**config.mk**
```make
export PLATFORM = sky130hd
export DESIGN_NAME = execStage
export DESIGN_NICKNAME = d
export VERILOG_FILES = /design/src/verilog/execPkg.sv /design/src/verilog/execStage.sv /design/src/verilog/resultMerge.sv /design/src/verilog/shiftCore.sv /design/src/verilog/aluCore.sv /design/src/verilog/opQueue.sv
export SDC_FILE = /design/constraint.sdc
export NUM_CORES = 1
export LEC_CHECK = 0
export ABC_AREA = 1
export BUFFER_PORTS_ARGS = -buffer_cell sky130_fd_sc_hd__buf_2
export CORE_UTILIZATION = 25
export DETAILED_ROUTE_END_ITERATION = 12
export HOLD_SLACK_MARGIN = 0.05
export PLACE_DENSITY = 0.48
export SLEW_MARGIN = 10
export SYNTH_ARGS = -nofsm -noshare
export SYNTH_HDL_FRONTEND = slang
export SYNTH_SLANG_ARGS = --single-unit
```
**constraint.sdc**
```tcl
create_clock -name clk -period 3.4 [get_ports clk]
set_input_delay 0.85 -clock clk [delete_from_list [all_inputs] [get_ports clk]]
set_output_delay 0.85 -clock clk [all_outputs]
set_load 0.01 [all_outputs]
```
**src/verilog/execPkg.sv**
```systemverilog
// Execute stage shared types
`default_nettype none

package execPkg;

    localparam int dataWidth = 16;  // Word width, fixed by the byte and shift ops

    typedef logic [dataWidth-1:0] wordT;  // Operand or result word
    typedef logic [4:0]           opcodeT;  // Instr[15:11]
    typedef logic [1:0]           functT;   // Instr[1:0]
    typedef logic [3:0]           shamtT;   // Low bits of B

    // Internal operation after decode
    typedef enum logic [3:0] {
        opNop,   // Also jumps, branches and memory ops
        opAdd,
        opSub,   // B minus A
        opXor,
        opAndn,  // A and not B
        opSeq,
        opSlt,
        opSle,
        opSco,   // Carry out of A plus B
        opLbi,
        opSlbi,
        opBtr,
        opSll,
        opSrl,
        opRol,
        opRor
    } aluOpT;

    typedef enum logic [1:0] {
        shSll,
        shSrl,
        shRol,
        shRor
    } shiftKindT;

endpackage

`default_nettype wire
```
**src/verilog/execStage.sv**
```systemverilog
// Execute stage top level
`default_nettype none

module execStage #(
    parameter int QUEUE_DEPTH = 4,
    parameter int RES_CREDITS = 2
) (
    input  logic            clk,
    input  logic            rstN,
    input  logic            opValid,
    input  execPkg::opcodeT opcode,
    input  execPkg::functT  funct,
    input  execPkg::wordT   aIn,
    input  execPkg::wordT   bIn,
    input  logic            resCredit,
    output logic            opCredit,
    output logic            resValid,
    output execPkg::wordT   result,
    output logic            ovf
);
    import execPkg::*;

    logic      headValid;
    aluOpT     headOp;
    shiftKindT headKind;
    shamtT     headShamt;
    logic      headIsShift;
    wordT      headA;
    wordT      headB;
    logic      pop;
    wordT      aluResult;
    logic      aluOvf;
    wordT      shiftResult;

    opQueue #(
        .QUEUE_DEPTH(QUEUE_DEPTH)
    ) queue (
        .clk        (clk),
        .rstN       (rstN),
        .opValid    (opValid),
        .opcode     (opcode),
        .funct      (funct),
        .aIn        (aIn),
        .bIn        (bIn),
        .pop        (pop),
        .headValid  (headValid),
        .headOp     (headOp),
        .headKind   (headKind),
        .headShamt  (headShamt),
        .headIsShift(headIsShift),
        .headA      (headA),
        .headB      (headB),
        .opCredit   (opCredit)
    );

    aluCore alu (
        .op    (headOp),
        .a     (headA),
        .b     (headB),
        .result(aluResult),
        .ovf   (aluOvf)
    );

    shiftCore shifter (
        .kind  (headKind),
        .shamt (headShamt),
        .a     (headA),
        .result(shiftResult)
    );

    resultMerge #(
        .RES_CREDITS(RES_CREDITS)
    ) merge (
        .clk        (clk),
        .rstN       (rstN),
        .headValid  (headValid),
        .headIsShift(headIsShift),
        .aluResult  (aluResult),
        .aluOvf     (aluOvf),
        .shiftResult(shiftResult),
        .resCredit  (resCredit),
        .pop        (pop),
        .resValid   (resValid),
        .result     (result),
        .ovf        (ovf)
    );

endmodule

`default_nettype wire

```
**src/verilog/resultMerge.sv**
```systemverilog
// Result select and output credit loop
`default_nettype none

module resultMerge #(
    parameter int RES_CREDITS = 2
) (
    input  logic          clk,
    input  logic          rstN,
    input  logic          headValid,
    input  logic          headIsShift,
    input  execPkg::wordT aluResult,
    input  logic          aluOvf,
    input  execPkg::wordT shiftResult,
    input  logic          resCredit,
    output logic          pop,
    output logic          resValid,
    output execPkg::wordT result,
    output logic          ovf
);
    import execPkg::*;

    localparam int creditWidth = $clog2(RES_CREDITS + 1);

    logic [creditWidth-1:0] creditCnt;
    wordT                   chosen;

    assign chosen = headIsShift ? shiftResult : aluResult;

    // Launch only with a free slot downstream
    assign pop = headValid && (creditCnt != '0);

    always_ff @(posedge clk) begin
        if (pop) begin
            result <= chosen;
            ovf    <= aluOvf;  // Zero for shifts
        end
    end

    always_ff @(posedge clk) begin
        if (!rstN) begin
            resValid  <= 1'b0;
            creditCnt <= creditWidth'(RES_CREDITS);
        end else begin
            resValid <= pop;
            // Credit is taken as the result is loaded
            case ({pop, resCredit})
                2'b10: creditCnt <= creditCnt - 1'b1;
                2'b01: creditCnt <= creditCnt + 1'b1;
                default: creditCnt <= creditCnt;
            endcase
        end
    end

    // Downstream never returns more than it was given
    assert property (@(posedge clk) disable iff (!rstN)
        creditCnt <= creditWidth'(RES_CREDITS))
        else $error("resultMerge: credit counter overflow");

endmodule

`default_nettype wire

```
**src/verilog/shiftCore.sv**
```systemverilog
// Logarithmic barrel shifter
`default_nettype none

module shiftCore (
    input  execPkg::shiftKindT kind,
    input  execPkg::shamtT     shamt,
    input  execPkg::wordT      a,
    output execPkg::wordT      result
);
    import execPkg::*;

    wordT stage1;
    wordT stage2;
    wordT stage4;

    // One stage, shift by n when enabled
    function automatic wordT shiftStage(wordT v, shiftKindT k, logic en, int unsigned n);
        wordT shifted;
        case (k)
            shSll:   shifted = v << n;  // Zero fill
            shSrl:   shifted = v >> n;
            shRol:   shifted = (v << n) | (v >> (dataWidth - n));
            default: shifted = (v >> n) | (v << (dataWidth - n));  // shRor
        endcase
        return en ? shifted : v;
    endfunction

    assign stage1 = shiftStage(a, kind, shamt[0], 1);
    assign stage2 = shiftStage(stage1, kind, shamt[1], 2);
    assign stage4 = shiftStage(stage2, kind, shamt[2], 4);
    assign result = shiftStage(stage4, kind, shamt[3], 8);

endmodule

`default_nettype wire

```
**src/verilog/aluCore.sv**
```systemverilog
// Integer logic and arithmetic core
`default_nettype none

module aluCore (
    input  execPkg::aluOpT op,
    input  execPkg::wordT  a,
    input  execPkg::wordT  b,
    output execPkg::wordT  result,
    output logic           ovf
);
    import execPkg::*;

    localparam int msb = dataWidth - 1;

    wordT sum;
    wordT diff;
    wordT revA;
    logic sumCarry;
    logic isEq;
    logic isLt;

    assign {sumCarry, sum} = {1'b0, a} + {1'b0, b};
    assign diff = b - a;  // B minus A
    assign isEq = (a == b);
    assign isLt = ($signed(a) < $signed(b));  // Signed compare

    // Bit reverse of A
    always_comb begin
        for (int i = 0; i < dataWidth; i++) begin
            revA[i] = a[msb - i];
        end
    end

    always_comb begin
        case (op)
            opAdd:   result = sum;
            opSub:   result = diff;
            opXor:   result = a ^ b;
            opAndn:  result = a & ~b;
            opSeq:   result = wordT'(isEq);
            opSlt:   result = wordT'(isLt);
            opSle:   result = wordT'(isLt | isEq);
            opSco:   result = wordT'(sumCarry);
            opLbi:   result = b;
            opSlbi:  result = (a << 8) | b;  // Byte load into low half
            opBtr:   result = revA;
            default: result = '0;  // NOP and shifts; shifter covers the latter
        endcase
    end

    // Signed overflow for add and subtract only
    always_comb begin
        case (op)
            opAdd:   ovf = (a[msb] == b[msb]) && (sum[msb] != a[msb]);
            opSub:   ovf = (b[msb] != a[msb]) && (diff[msb] != b[msb]);
            default: ovf = 1'b0;
        endcase
    end

endmodule

`default_nettype wire

```
**src/verilog/opQueue.sv**
```systemverilog
// Decoding input queue
`default_nettype none

module opQueue #(
    parameter int QUEUE_DEPTH = 4
) (
    input  logic              clk,
    input  logic              rstN,
    input  logic              opValid,
    input  execPkg::opcodeT   opcode,
    input  execPkg::functT    funct,
    input  execPkg::wordT     aIn,
    input  execPkg::wordT     bIn,
    input  logic              pop,
    output logic              headValid,
    output execPkg::aluOpT    headOp,
    output execPkg::shiftKindT headKind,
    output execPkg::shamtT    headShamt,
    output logic              headIsShift,
    output execPkg::wordT     headA,
    output execPkg::wordT     headB,
    output logic              opCredit
);
    import execPkg::*;

    localparam int ptrWidth = (QUEUE_DEPTH > 1) ? $clog2(QUEUE_DEPTH) : 1;
    localparam int cntWidth = $clog2(QUEUE_DEPTH + 1);

    // Opcode groups, opcode[4:2]
    localparam logic [2:0] grpArithImm = 3'b010;
    localparam logic [2:0] grpMem      = 3'b100;
    localparam logic [2:0] grpShiftImm = 3'b101;
    localparam logic [2:0] grpReg      = 3'b110;
    localparam logic [2:0] grpCond     = 3'b111;

    aluOpT     opMem    [QUEUE_DEPTH];
    shiftKindT kindMem  [QUEUE_DEPTH];
    shamtT     shamtMem [QUEUE_DEPTH];
    logic      shiftMem [QUEUE_DEPTH];
    wordT      aMem     [QUEUE_DEPTH];
    wordT      bMem     [QUEUE_DEPTH];

    logic [ptrWidth-1:0] wrPtr;
    logic [ptrWidth-1:0] rdPtr;
    logic [cntWidth-1:0] count;
    logic                full;
    aluOpT               pushOp;

    function automatic aluOpT decodeOp(opcodeT opc, functT fn);
        aluOpT op;
        op = opNop;  // NOP, jump, branch, memory
        case (opc[4:2])
            grpArithImm: begin
                case (opc[1:0])
                    2'b00: op = opAdd;
                    2'b01: op = opSub;
                    2'b10: op = opXor;
                    default: op = opAndn;
                endcase
            end
            grpMem: begin
                if (opc[1:0] == 2'b10) begin
                    op = opSlbi;  // Only non-memory op in this group
                end
            end
            grpShiftImm: begin
                case (opc[1:0])
                    2'b00: op = opRol;
                    2'b01: op = opSll;
                    2'b10: op = opRor;
                    default: op = opSrl;
                endcase
            end
            grpReg: begin
                case (opc[1:0])
                    2'b11: begin
                        case (fn)
                            2'b00: op = opAdd;
                            2'b01: op = opSub;
                            2'b10: op = opXor;
                            default: op = opAndn;
                        endcase
                    end
                    2'b10: begin
                        case (fn)
                            2'b00: op = opSll;
                            2'b01: op = opSrl;
                            2'b10: op = opRol;
                            default: op = opRor;
                        endcase
                    end
                    2'b01: op = opBtr;
                    default: op = opLbi;
                endcase
            end
            grpCond: begin
                case (opc[1:0])
                    2'b00: op = opSeq;
                    2'b01: op = opSlt;
                    2'b10: op = opSle;
                    default: op = opSco;
                endcase
            end
            default: op = opNop;
        endcase
        return op;
    endfunction

    function automatic shiftKindT kindOf(aluOpT op);
        case (op)
            opSrl: return shSrl;
            opRol: return shRol;
            opRor: return shRor;
            default: return shSll;
        endcase
    endfunction

    function automatic logic [ptrWidth-1:0] nextPtr(logic [ptrWidth-1:0] ptr);
        if (ptr == ptrWidth'(QUEUE_DEPTH - 1)) begin
            return '0;
        end
        return ptr + 1'b1;
    endfunction

    assign pushOp    = decodeOp(opcode, funct);
    assign full      = (count == cntWidth'(QUEUE_DEPTH));
    assign headValid = (count != '0);

    assign headOp      = opMem[rdPtr];
    assign headKind    = kindMem[rdPtr];
    assign headShamt   = shamtMem[rdPtr];
    assign headIsShift = shiftMem[rdPtr];
    assign headA       = aMem[rdPtr];
    assign headB       = bMem[rdPtr];

    always_ff @(posedge clk) begin
        if (opValid) begin
            opMem[wrPtr]    <= pushOp;
            kindMem[wrPtr]  <= kindOf(pushOp);
            shamtMem[wrPtr] <= bIn[3:0];  // Shift amount from B
            shiftMem[wrPtr] <= pushOp inside {opSll, opSrl, opRol, opRor};
            aMem[wrPtr]     <= aIn;
            bMem[wrPtr]     <= bIn;
        end
    end

    always_ff @(posedge clk) begin
        if (!rstN) begin
            wrPtr    <= '0;
            rdPtr    <= '0;
            count    <= '0;
            opCredit <= 1'b0;
        end else begin
            if (opValid) begin
                wrPtr <= nextPtr(wrPtr);
            end
            if (pop) begin
                rdPtr <= nextPtr(rdPtr);
            end
            case ({opValid, pop})
                2'b10: count <= count + 1'b1;
                2'b01: count <= count - 1'b1;
                default: count <= count;
            endcase
            opCredit <= pop;  // One credit back per popped entry
        end
    end

    // Sender must hold a credit, so never pushes into a full queue
    assert property (@(posedge clk) disable iff (!rstN) opValid |-> !full)
        else $error("opQueue: push while full");

    // The merger only pops a valid head
    assert property (@(posedge clk) disable iff (!rstN) pop |-> headValid)
        else $error("opQueue: pop while empty");

endmodule

`default_nettype wire

```
## Word-level counts from Yosys, hierarchy flattened

Memory sizes are Yosys's and may differ from the RTL's. A register that Yosys moved wholly into a read port is not among the register bits.
Index checks and enable logic that the tools add are counted.

| cells by class | value |
|---|---|
| add/subtract/negate cells | 8 |
| $lt $le $gt $ge | 1 |
| equality and inequality tests | 38 |
| muxes and demuxes | 47 |
| bitwise gates (word level) | 12 |
| reductions and logical operators | 11 |

Operators with widths:

| kind | count |
|---|---|
| $pmux W16 S11 | 1 |
| $pmux W16 S3 | 3 |
| $mux W16 | 5 |
| $mux W2 | 17 |
| $eq A4 B4 Y1 const B | 8 |
| $pmux W16 S2 | 1 |
| $pmux W4 S3 | 2 |
| $pmux W4 S5 | 1 |
| $pmux W2 S3 | 3 |
| $pmux W3 S3 | 2 |
| $add A16 B16 Y17 | 1 |
| $and A16 B16 Y16 | 1 |
| $eq A16 B16 Y1 | 1 |
| $eq A2 B2 Y1 const B | 8 |
| $eq A4 B3 Y1 const B | 4 |
| $lt A16 B16 Y1 | 1 |
| $not A16 Y16 | 1 |
| $or A12 B16 Y16 | 1 |
| $or A14 B16 Y16 | 1 |
| $or A15 B16 Y16 | 1 |
| $or A16 B1 Y16 | 1 |
| $or A16 B16 Y16 | 1 |
| $or A16 B2 Y16 | 1 |
| $or A16 B4 Y16 | 1 |
| 25 further kinds | 50 |

| word-level totals | value |
|---|---|
| register bits | 27 |
| bits in writable memories | 172 |
| input port bits | 43 |
| output and inout bits | 19 |
| word-level logic and storage cells | 130 |
| memories | 6 |

Memory list:

| name | words | bits a word | rd ports | clocked after Yosys merged registers in | wr ports | line | RTL |
|---|---|---|---|---|---|---|---|
| queue.aMem | 4 | 16 | 1 | 1 | 1 | opQueue.sv:40 | `wordT aMem [QUEUE_DEPTH];` |
| queue.bMem | 4 | 16 | 1 | 1 | 1 | opQueue.sv:41 | `wordT bMem [QUEUE_DEPTH];` |
| queue.opMem | 4 | 4 | 1 | 1 | 1 | opQueue.sv:36 | `aluOpT opMem [QUEUE_DEPTH];` |
| queue.shamtMem | 4 | 4 | 1 | 1 | 1 | opQueue.sv:38 | `shamtT shamtMem [QUEUE_DEPTH];` |
| queue.kindMem | 4 | 2 | 1 | 1 | 1 | opQueue.sv:37 | `shiftKindT kindMem [QUEUE_DEPTH];` |
| queue.shiftMem | 4 | 1 | 1 | 1 | 1 | opQueue.sv:39 | `logic shiftMem [QUEUE_DEPTH];` |

## Longest topological paths before layout

Gate-level depths: netlist of run 1.

| logic depth | value |
|---|---|
| depth in word-level cells | 13 |
| mapped depth | 24 |
| depth with buffers taken out | 21 |

## By module

From an unflattened synthesis of run 1, not the netlist that was laid out.

| unflattened totals | value |
|---|---|
| cell total of the unflattened synthesis | 1448 |
| area, all modules | 12470.7 sq um |

Modules (own cells, without submodules):

| module | times used | cells each | area an instance (sq um) | sequential area each (sq um) |
|---|---|---|---|---|
| opQueue | 1 | 521 | 6789.0 | 4884.7 |
| aluCore | 1 | 563 | 3163.0 | 0.0 |
| shiftCore | 1 | 308 | 1614.0 | 0.0 |
| resultMerge | 1 | 56 | 904.6 | 570.5 |

## Worst setup path after synthesis of run 1

OpenSTA, ideal clock, no wires.

| timing path | value |
|---|---|
| path type | reg2reg |
| start point | register (tool-made name) |
| end point | register merge.result[12], data pin |
| library setup time | 0.252 ns |
| arrival | 3.139 ns |
| data required time | 3.148 ns |
| slack | 0.009 ns |
| cell stages (with the launch flop) | 22 |
| path buffers | 6 |
| clock period less this slack | 3.391 ns |
| cells stage by stage | dfxtp_1 -> buf_4 -> inv_2 -> buf_6 -> buf_6 -> buf_6 -> buf_2 -> a21oi_1 -> a32oi_1 -> inv_1 -> ha_1 -> clkbuf_1 -> nand2_1 -> nor2_1 -> inv_1 -> o21bai_1 -> a31oi_1 -> or2_2 -> nand3_1 -> nand3_1 -> nand2_1 -> nand2_1 |

RTL lines:

| what | line | RTL |
|---|---|---|
| end signal: assignment | resultMerge.sv:34 | `result <= chosen;` |
| end: declaration | resultMerge.sv:17 | `output execPkg::wordT result,` |

==> flow_summary_export.csv, run 1 <==
group,metric,value,unit
run_status,outcome,"complete, no violations",
sta,skew,14.6,ps
floorplan,start_util,0.256,
clock_tree,cts_tree,"built",
floorplan,dieWidth,218,um
floorplan,fp.coreArea,45800,um2
detailed_routing,drc,0,
setup_path,rr_endpoint,"merge.result[14]$_DFFE_PP_",
clock_tree,path_clk_slew,80,ps
placement,dp_hpwl,30600,um
final_layout,drive_above_1_share,0.178,
clock_tree,cts_buffers,17,
floorplan,dieArea,47700,um2
setup_path,crit_cells,17,
setup_path,worst-r2r-setup-slack,150,ps
logic_synthesis,synthCells,1387,
setup_path,reg2reg_depth,17,
setup_path,crit_chain,"clkbuf_2 > or2_2 > a32oi_4 > inv_4 > ha_4 > inv_1 > o21ai_1 > a21oi_1 > buf_4 > o21ai_0 > nand2_1 > o2111ai_2 > or2_2 > nand3_1 > nand3_1 > nand2_1 > nand2_1",
logic_synthesis,yosys-top-cells-area,"edfxtp_1, nand2_1, nand3_1, ha_1, inv_1",
clock_tree,clk_path_buf_depth,2,
logic_synthesis,synthTopCellsByCount,"nand2_1, nand3_1, edfxtp_1",
clock_tree,clk_latency,460,ps
detailed_routing,vias,10300,
job,max_cap_viol_count,0,
clock_tree,htreeDepth,4,
grt,grt_max_degree,40,
placement,place_congestion,0.950,
sta,fin_ws,147,ps
setup_path,critical_path_class,"reg -> reg",
placement,pre_cts_slack,-109,ps
sta,fmax,307,MHz
setup_path,path_buf_inv,4,
logic_synthesis,yosysTopAreaCell,"edfxtp_1",
clock_tree,cts.sinks,185,
setup_path,slowest_stage,"dfxtp_4",
detailed_routing,wl,39800,um
detailed_routing,first_pass_iters,5,
grt,gr-total-overflow,0,
logic_synthesis,yosysMostFrequentCell,"nand2_1",
floorplan,num_io_pins,62,
setup_path,cpMostUsedCell,"nand2_1",
placement,portBuffers,61,
sta,hold_violations,0,
detailed_routing,drt_iter0_drc,958,
final_layout,fin_nets,1634,
sta,worst_pin_slew,938,ps
detailed_routing,ant_nets,0,
sta,finalMaxSlewViolations,0,
logic_synthesis,syn_area_per_cell,8.44,um2
logic_synthesis,synth_nets,1496,
logic_synthesis,synth-edff-count,173,
setup_path,cp_max_fo,6,
setup_path,crit_path_end,"merge.result[14]$_DFFE_PP_",
setup_path,cp_slowest_stage_delay,380,ps
hold_path,holdCritPathClass,"reg -> reg",
floorplan,die_h,218,um
detailed_routing,wl_per_cell,18.6,um
setup_path,end_kind,"register",
logic_synthesis,synth_warnings,0,
clock_tree,clk_root_buffer_cell,"clkbuf_16",
sta,slew_headroom,0.372,
setup_path,startpoint_type,"register",
grt,grtUsageTotal,0.171,
sta,period_needed,3250,ps
logic_synthesis,synth_area,11700,um2
sta,fin_crit_sh,0.957,
logic_synthesis,ys.flop_type,"edfxtp_1",
final_layout,num_antenna_cells,0,
grt,grt_pass1_wl,60800,um
logic_synthesis,synth_seq_area_share,0.465,
floorplan,rows,78,
clock_tree,cts_hold_buf,0,
sta,setup_viol,0,
grt,antenna_found_initial,0,
logic_synthesis,synth_seq_cells,185,
detailed_routing,routed_via_density,4.81,
setup_path,cp.required,3620,ps
setup_path,cpLargestDelayFamily,"simple AND/OR/NAND/NOR gates",
sta,rsz0062_at_grt,"false",
grt,grt_pass1_vias,10100,
logic_synthesis,yosysTopAreaCellShare,0.444,
logic_synthesis,async_flop_share,0,
setup_path,critPathArrivalTime,3470,ps
final_layout,syn_to_final_growth,20.3,%
logic_synthesis,ys_types,55,
sequential cells by signal (all words and copies together), names as in the netlist, named ones only:
| signal | flops |
|---|---|
| queue.bMem | 52 |
| queue.opMem | 16 |
| queue.kindMem | 8 |
| merge.creditCnt | 2 |
| queue.count | 3 |
| merge.ovf | 1 |
| queue.aMem | 64 |
| queue.shiftMem | 4 |
| queue.wrPtr | 2 |
| merge.result | 16 |
| queue.rdPtr | 2 |
| queue.opCredit | 1 |
| queue.shamtMem | 12 |
cells in the final DEF (no fill, tap or decap), types with 18 or more instances in the layout:
cell and count:
buf_2 61, buf_4 114, inv_1 108, nand2_1 418
clkbuf_16 18, ha_1 55, edfxtp_1 173, a21oi_1 75
nand3_1 208, nor2_1 60, o21ai_0 47
worst min path at each step:
stage | cells past startpoint | endpoint | from
floorplan | 1 | merge.creditCnt[0]$_SDFFE_PN0P_ | merge.creditCnt[0]$_SDFFE_PN0P_
global placement | 1 | merge.creditCnt[0]$_SDFFE_PN0P_ | merge.creditCnt[0]$_SDFFE_PN0P_
detailed placement | 1 | merge.creditCnt[0]$_SDFFE_PN0P_ | merge.creditCnt[0]$_SDFFE_PN0P_
CTS | 1 | merge.creditCnt[0]$_SDFFE_PN0P_ | merge.creditCnt[0]$_SDFFE_PN0P_
global route | 1 | merge.creditCnt[0]$_SDFFE_PN0P_ | merge.creditCnt[0]$_SDFFE_PN0P_
finish | 1 | merge.creditCnt[0]$_SDFFE_PN0P_ | merge.creditCnt[0]$_SDFFE_PN0P_
per-layer routing:
| layer | GRT usage | wire [um] | vias to the layer above |
|---|---|---|---|
| met5 | 0 | 0 | - |
| met4 | 0.0522 | 884 | 0 |
| met3 | 0.0342 | 2350 | 39 |
| met2 | 0.263 | 17700 | 319 |
| met1 | 0.238 | 18800 | 4865 |
| li1 | - | - | 5056 |
per-stage QoR:
stage          utilization  hold WS [ps]  TNS (ps)  cells  cell area (um2)
2_1_floorplan            -           422         0   1387            11700
3_5_place_dp         0.290           441      -271   2102            13300
4_1_cts              0.304           451         0   2134            13900
6_report             0.308           448         0   2138            14100
5_1_grt              0.308           469         0   2138            14100
3_3_place_gp         0.290           437      -180   2102            13300
timing repair:
action,in CTS,in global routing
gates resized for setup,3,27
gates cloned,0,1
pin swaps,0,6
setup endpoints to repair,4,9
setup buffers,0,3
layout make-up:
class | count | area (um2)
Fill cell | 4838 | 31700
Multi-Input combinational cell | 1017 | 5520
Sequential cell | 185 | 5440
Timing Repair Buffer | 183 | 1310
Tap cell | 600 | 751
Inverter | 121 | 464
Clock buffer | 17 | 425
Clock inverter | 15 | 163
kinds of logic (layout without fill, tap and decap cells):
logic type                 Yosys count  in the layout  synth area share
buffers and inverters              185            336            0.0762
adders and majority gates           66             66            0.0725
and+or+nand+nor                    735            735             0.270
AOI/OAI and AO/OA                  213            213             0.115
DFF                                185            185             0.465
xor gates and xnor gates             3              3           0.00225
Power of run 1 is left out: the tool's default activity adds up to more than one toggle a clock period on the data nets, which glitch-free logic cannot reach.
==> run 2, diff against run 1 <==
--- a/config.mk
+++ b/config.mk
@@ -10,7 +10,6 @@
 export CORE_UTILIZATION = 25
 export DETAILED_ROUTE_END_ITERATION = 12
 export HOLD_SLACK_MARGIN = 0.05
-export PLACE_DENSITY = 0.48
 export SLEW_MARGIN = 10
 export SYNTH_ARGS = -nofsm -noshare
 export SYNTH_HDL_FRONTEND = slang
==> run 2 against run 1 <==
Against the previous run:
- setup slack got worse by 13 ps
- flip-flop and latch count stayed put
- die area unchanged
- via count down 1.3%
- worst hold slack improved by 1.9 ps
- critical path depth unchanged
==> flow_summary_export.csv, run 2 (synthesis gave the netlist of run 1 again) <==
group,metric,value,unit
placement,post_dp_cell_area,13100,um2
run_status,outcome,"complete, no violations",
placement,placedCellCount,2076,
grt,grt_pass1_vias,9785,
final_layout,fin_nets,1605,
clock_tree,cts_buffers,17,
floorplan,num_io_pins,62,
grt,grt_max_degree,40,
hold_path,holdPathStages,1,
setup_path,reg2reg_depth,17,
sta,hold-worst-slack,450,ps
final_layout,fillers,4826,
hold_path,whs_endpoint,"merge.creditCnt[0]$_SDFFE_PN0P_",
floorplan,rows,78,
final_layout,multi_input_area,5500,um2
setup_path,rr_endpoint,"merge.result[5]$_DFFE_PP_",
floorplan,dieWidth,218,um
placement,portBuffers,61,
final_layout,final_cell_mix,"nand2_1, nand3_1, edfxtp_1, inv_1, buf_4",
detailed_routing,wl_per_cell,18.0,um
final_layout,final_common_cell,"nand2_1",
floorplan,start_util,0.256,
floorplan,die_h,218,um
setup_path,startpoint_type,"register",
clock_tree,cts.sinks,185,
clock_tree,clk_latency,460,ps
floorplan,fp.coreArea,45800,um2
placement,dp_hpwl,28900,um
hold_path,holdCritPathClass,"reg -> reg",
sta,worst_pin_slew,682,ps
detailed_routing,ant_nets,0,
final_layout,regArea,5440,um2
final_layout,top_register,"queue.aMem",
clock_tree,cts_tree,"built",
detailed_routing,drt_iter0_drc,882,
sta,skew,14.9,ps
setup_path,critPathArrivalTime,3490,ps
clock_tree,clk_root_buffer_cell,"clkbuf_16",
clock_tree,clk_path_buf_depth,2,
setup_path,worst-r2r-setup-slack,130,ps
grt,grt_pass1_wl,58700,um
detailed_routing,wl,37900,um
sta,fin_crit_sh,0.961,
final_layout,reg.largest.list,"queue.aMem (64), queue.bMem (52)",
setup_path,critical_path_class,"reg -> reg",
detailed_routing,vias,10200,
hold_path,worstHoldStart,"merge.creditCnt[0]$_SDFFE_PN0P_",
sta,finalMaxSlewViolations,0,
job,max_cap_viol_count,0,
placement,place_congestion,0.985,
clock_tree,htreeDepth,4,
grt,antenna_found_initial,1,
setup_path,cp.required,3630,ps
detailed_routing,routed_via_density,4.81,
final_layout,drive_above_1_share,0.167,
clock_tree,cts_hold_buf,0,
final_layout,postLayoutCellArea,13800,um2
setup_path,cp_max_fo,12,
grt,grtUsageTotal,0.163,
final_layout,syn_to_final_growth,18.3,%
sta,fmax,306,MHz
sta,period_needed,3270,ps
floorplan,dieArea,47700,um2
grt,gr-total-overflow,0,
detailed_routing,first_pass_iters,7,
sta,setup_viol,0,
sta,slew_headroom,0.544,
detailed_routing,drc,0,
final_layout,instances_no_fill,2110,
clock_tree,path_clk_slew,80,ps
setup_path,end_kind,"register",
final_layout,largest_reg_flops,64,
sta,hold_violations,0,
run 2: layout make-up:
type	count	share of cell area
timing repair buffer	154	0.0758
antenna	1	0.000181
tap	600	0.0543
clock inverter	15	0.0147
clock buffer	17	0.0307
sequential	185	0.393
inverter	121	0.0336
multi-input combinational	1017	0.398
run 2: timing repair:
item / in CTS / in global routing
hold endpoints to repair: 0 / 0
pin swaps: 0 / 3
setup buffers: 0 / 1
gates cloned: 0 / 0
endpoints found under the setup margin: 1 / 11
resized for setup: 3 / 33
run 2: worst max-delay path by stage:
stage / from / endpoint
detailed placement: register / merge.result[12]$_DFFE_PP_
CTS: register / merge.result[12]$_DFFE_PP_
global route: register / merge.result[12]$_DFFE_PP_
finish: register / merge.result[5]$_DFFE_PP_
floorplan: register / merge.result[12]$_DFFE_PP_
global placement: register / merge.result[12]$_DFFE_PP_
run 2: per-stage QoR:
| step | setup slack, ps | util | setup TNS [ps] |
|---|---|---|---|
| global route | -8.15 | 0.302 | -8.15 |
| floorplan | 9.14 | - | 0 |
| detailed placement | -38.9 | 0.285 | -38.9 |
| global placement | 1.44 | 0.285 | 0 |
| finish | 133 | 0.302 | 0 |
| CTS | 43.2 | 0.299 | 0 |
run 2: worst max-delay path, stage by stage (launching register included):
cell and delay [ps]:
dfxtp_4 410, buf_4 160, buf_6 150, nand2_1 60
nand3_1 90, nand2_2 140, buf_4 200, ha_1 340
inv_1 170, nand3_1 100, nand2_1 240, nand2_1 130
a31oi_1 260, nor2_1 70, nor4_1 170, o21ai_0 170
nand2_1 100, nand2_1 50
run 2: routing by layer:
metal  vias to the layer above  routed length (um)  global-route usage
met4                         0                 923              0.0585
met1                      4794               17600               0.228
met2                       331               16700               0.247
li1                       4985                   -                   -
met5                         -                   0                   0
met3                        40                2680              0.0315
Power of run 2 is left out for the same reason.
==> run 3, diff against run 2 <==
--- a/config.mk
+++ b/config.mk
@@ -5,11 +5,10 @@
 export SDC_FILE = /design/constraint.sdc
 export NUM_CORES = 1
 export LEC_CHECK = 0
-export ABC_AREA = 1
+export ABC_AREA = 0
 export BUFFER_PORTS_ARGS = -buffer_cell sky130_fd_sc_hd__buf_2
 export CORE_UTILIZATION = 25
 export DETAILED_ROUTE_END_ITERATION = 12
-export HOLD_SLACK_MARGIN = 0.05
 export SLEW_MARGIN = 10
 export SYNTH_ARGS = -nofsm -noshare
 export SYNTH_HDL_FRONTEND = slang
==> run 3 against run 2 <==
Against the previous run:
- the run now ends with negative setup slack left
- utilization up 3.0 points
- first-iteration DRC count is 12% lower
- worst hold slack improved by 58 ps
- synthesized cell count is 30% lower
- area after synthesis down 3.3%
- non-clock buffer count grew 79
- sequential share of layout area down 2.5 points
- via count fell by 12%
- critical path type unchanged
==> flow_summary_export.csv, run 3 <==
group,metric,value,unit
placement,dp_hpwl,26400,um
floorplan,fp.coreArea,44400,um2
placement,portBuffers,61,
placement,placedCellCount,1722,
sta,hold-worst-slack,508,ps
grt,antenna_found_initial,3,
detailed_routing,first_pass_iters,5,
hold_path,worstHoldStart,"queue.rdPtr[1]$_SDFFE_PN0P_",
logic_synthesis,yosys-top-cells-area,"edfxtp_1, mux4_2, ha_1, nand2_1, a21oi_1",
sta,setup_viol,8,
logic_synthesis,yosysMostFrequentCell,"edfxtp_1",
final_layout,instances_no_fill,1774,
logic_synthesis,synth_seq_cells,185,
sta,finalMaxSlewViolations,0,
power_and_ir_drop,power_density,940,nW/um2
logic_synthesis,synthCells,977,
final_layout,drive_above_1_share,0.358,
final_layout,top_register,"queue.aMem",
detailed_routing,drt_iter0_drc,776,
sta,setup_tns,-760,ps
logic_synthesis,synth-edff-count,173,
grt,grtUsageTotal,0.151,
placement,place_congestion,0.942,
final_layout,final_common_cell,"edfxtp_1",
floorplan,start_util,0.255,
floorplan,rows,77,
job,max_cap_viol_count,0,
setup_path,critical_path_class,"reg -> reg",
run_status,outcome,"finished with violations",
clock_tree,cts_buffers,17,
sta,slew_headroom,0.359,
final_layout,final_cell_mix,"edfxtp_1, buf_4, nand2_1, buf_2",
grt,gr-total-overflow,0,
logic_synthesis,synth_seq_area_share,0.480,
logic_synthesis,synth_warnings,0,
logic_synthesis,synth_nets,1086,
floorplan,die_h,215,um
detailed_routing,ant_nets,0,
grt,grt_pass1_wl,53000,um
logic_synthesis,synthTopCellsByCount,"edfxtp_1, nand2_1, ha_1",
setup_path,end_kind,"register",
placement,pre_cts_slack,-365,ps
clock_tree,clk_latency,450,ps
clock_tree,cts_tree,"built",
setup_path,rr_endpoint,"merge.result[13]$_DFFE_PP_",
logic_synthesis,yosysTopAreaCellShare,0.459,
sta,hold_violations,0,
sta,skew,23.5,ps
final_layout,reg.largest.list,"queue.aMem (64), queue.bMem (52)",
sta,fmax,279,MHz
hold_path,holdPathStages,2,
logic_synthesis,ys.flop_type,"edfxtp_1",
logic_synthesis,yosysTopAreaCell,"edfxtp_1",
detailed_routing,drc,0,
logic_synthesis,async_flop_share,0,
floorplan,dieArea,46100,um2
logic_synthesis,synth_area,11300,um2
clock_tree,cts_hold_buf,0,
hold_path,holdCritPathClass,"reg -> reg",
final_layout,fin_nets,1277,
power_and_ir_drop,p_total,13900,uW
detailed_routing,wl,34800,um
setup_path,cp_max_fo,6,
detailed_routing,vias,8953,
final_layout,largest_reg_flops,64,
power_and_ir_drop,max-vdd-ir-drop,488,uV
setup_path,startpoint_type,"register",
floorplan,dieWidth,215,um
sta,fin_crit_sh,1.05,
clock_tree,path_clk_slew,80,ps
power_and_ir_drop,power.leakage,0.00545,uW
detailed_routing,routed_via_density,5.05,
sta,fin_ws,-182,ps
sta,rsz0062_at_grt,"true",
grt,grt_max_degree,42,
logic_synthesis,ys_types,84,
clock_tree,clk_root_buffer_cell,"clkbuf_16",
setup_path,critPathArrivalTime,3770,ps
grt,grt_pass1_vias,8780,
detailed_routing,wl_per_cell,19.6,um
clock_tree,clk_path_buf_depth,2,
setup_path,cp.required,3590,ps
clock_tree,cts.sinks,185,
sta,worst_pin_slew,959,ps
setup_path,worst-r2r-setup-slack,-180,ps
logic_synthesis,syn_area_per_cell,11.6,um2
run_status,violations,"negative setup slack",
final_layout,syn_to_final_growth,30.5,%
setup_path,reg2reg_depth,12,
clock_tree,htreeDepth,4,
floorplan,num_io_pins,62,
sta,period_needed,3580,ps
-- run 3: routing by layer --
metal  global-route usage  wire, um  share of wire
met5                    0        25        0.00072
met4               0.0483       715          0.021
met3               0.0328      2010          0.058
met2                0.241     16400           0.47
met1                0.202     15600           0.45
-- run 3: how the worst max path moves through the flow --
stage | depth (start not counted) | to
after floorplan | 15 | merge.result[15]$_DFFE_PP_
after global placement | 13 | merge.result[15]$_DFFE_PP_
after detailed placement | 13 | merge.result[15]$_DFFE_PP_
after CTS | 14 | merge.result[13]$_DFFE_PP_
after global routing | 12 | merge.result[13]$_DFFE_PP_
final | 12 | merge.result[13]$_DFFE_PP_
-- run 3: logic make-up (layout without fill, tap and decap cells) --
| kind of cell | Yosys count | in the layout | share of synthesized area |
|---|---|---|---|
| compound gates | 268 | 268 | 0.164 |
| simple gates | 249 | 249 | 0.110 |
| flops | 185 | 185 | 0.480 |
| buf+inv | 123 | 327 | 0.0542 |
| mux | 71 | 71 | 0.105 |
| fa+ha+maj | 66 | 66 | 0.0749 |
| xor+xnor | 15 | 15 | 0.0116 |
| other cells | 0 | 1 | 0 |
-- run 3: power by group --
| part | internal [uW] | total [uW] | switching, uW |
|---|---|---|---|
| sequential | 2830 | 2910 | 82.1 |
| combinational | 3970 | 8930 | 4970 |
| clock | 1090 | 2060 | 966 |
-- run 3: repair_timing --
action,in CTS,in global routing
endpoints found under the setup margin,14,16
cloned,2,0
gates resized for setup,81,55
pin swaps,44,36
buffers inserted,16,6
-- run 3: area by class of cell --
| class | instances | area [um2] |
|---|---|---|
| Clock inverter | 14 | 191 |
| Inverter | 62 | 236 |
| Timing Repair Buffer | 233 | 1820 |
| Antenna cell | 1 | 2.50 |
| Tap cell | 592 | 741 |
| Multi-Input combinational cell | 669 | 5900 |
| Clock buffer | 18 | 439 |
| Fill cell | 4391 | 29600 |
| Sequential cell | 185 | 5440 |
-- run 3: stage by stage --
| stage | util | instance area, um2 |
|---|---|---|
| floorplan | - | 11500 |
| global placement | 0.300 | 13300 |
| detailed placement | 0.300 | 13300 |
| CTS | 0.327 | 14500 |
| global route | 0.333 | 14800 |
| finish | 0.333 | 14800 |
-- run 3: critical path, cell delays in order (launching register included) --
cell,delay [ps]
dfxtp_4,370
buf_12,140
mux4_2,580
ha_4,310
or3b_4,390
a31oi_4,200
a31oi_4,70
buf_6,150
a221o_1,350
a221oi_2,320
o221a_1,240
o32a_1,130
o211ai_1,70
Note: power is estimated with default switching activity, not from simulation.
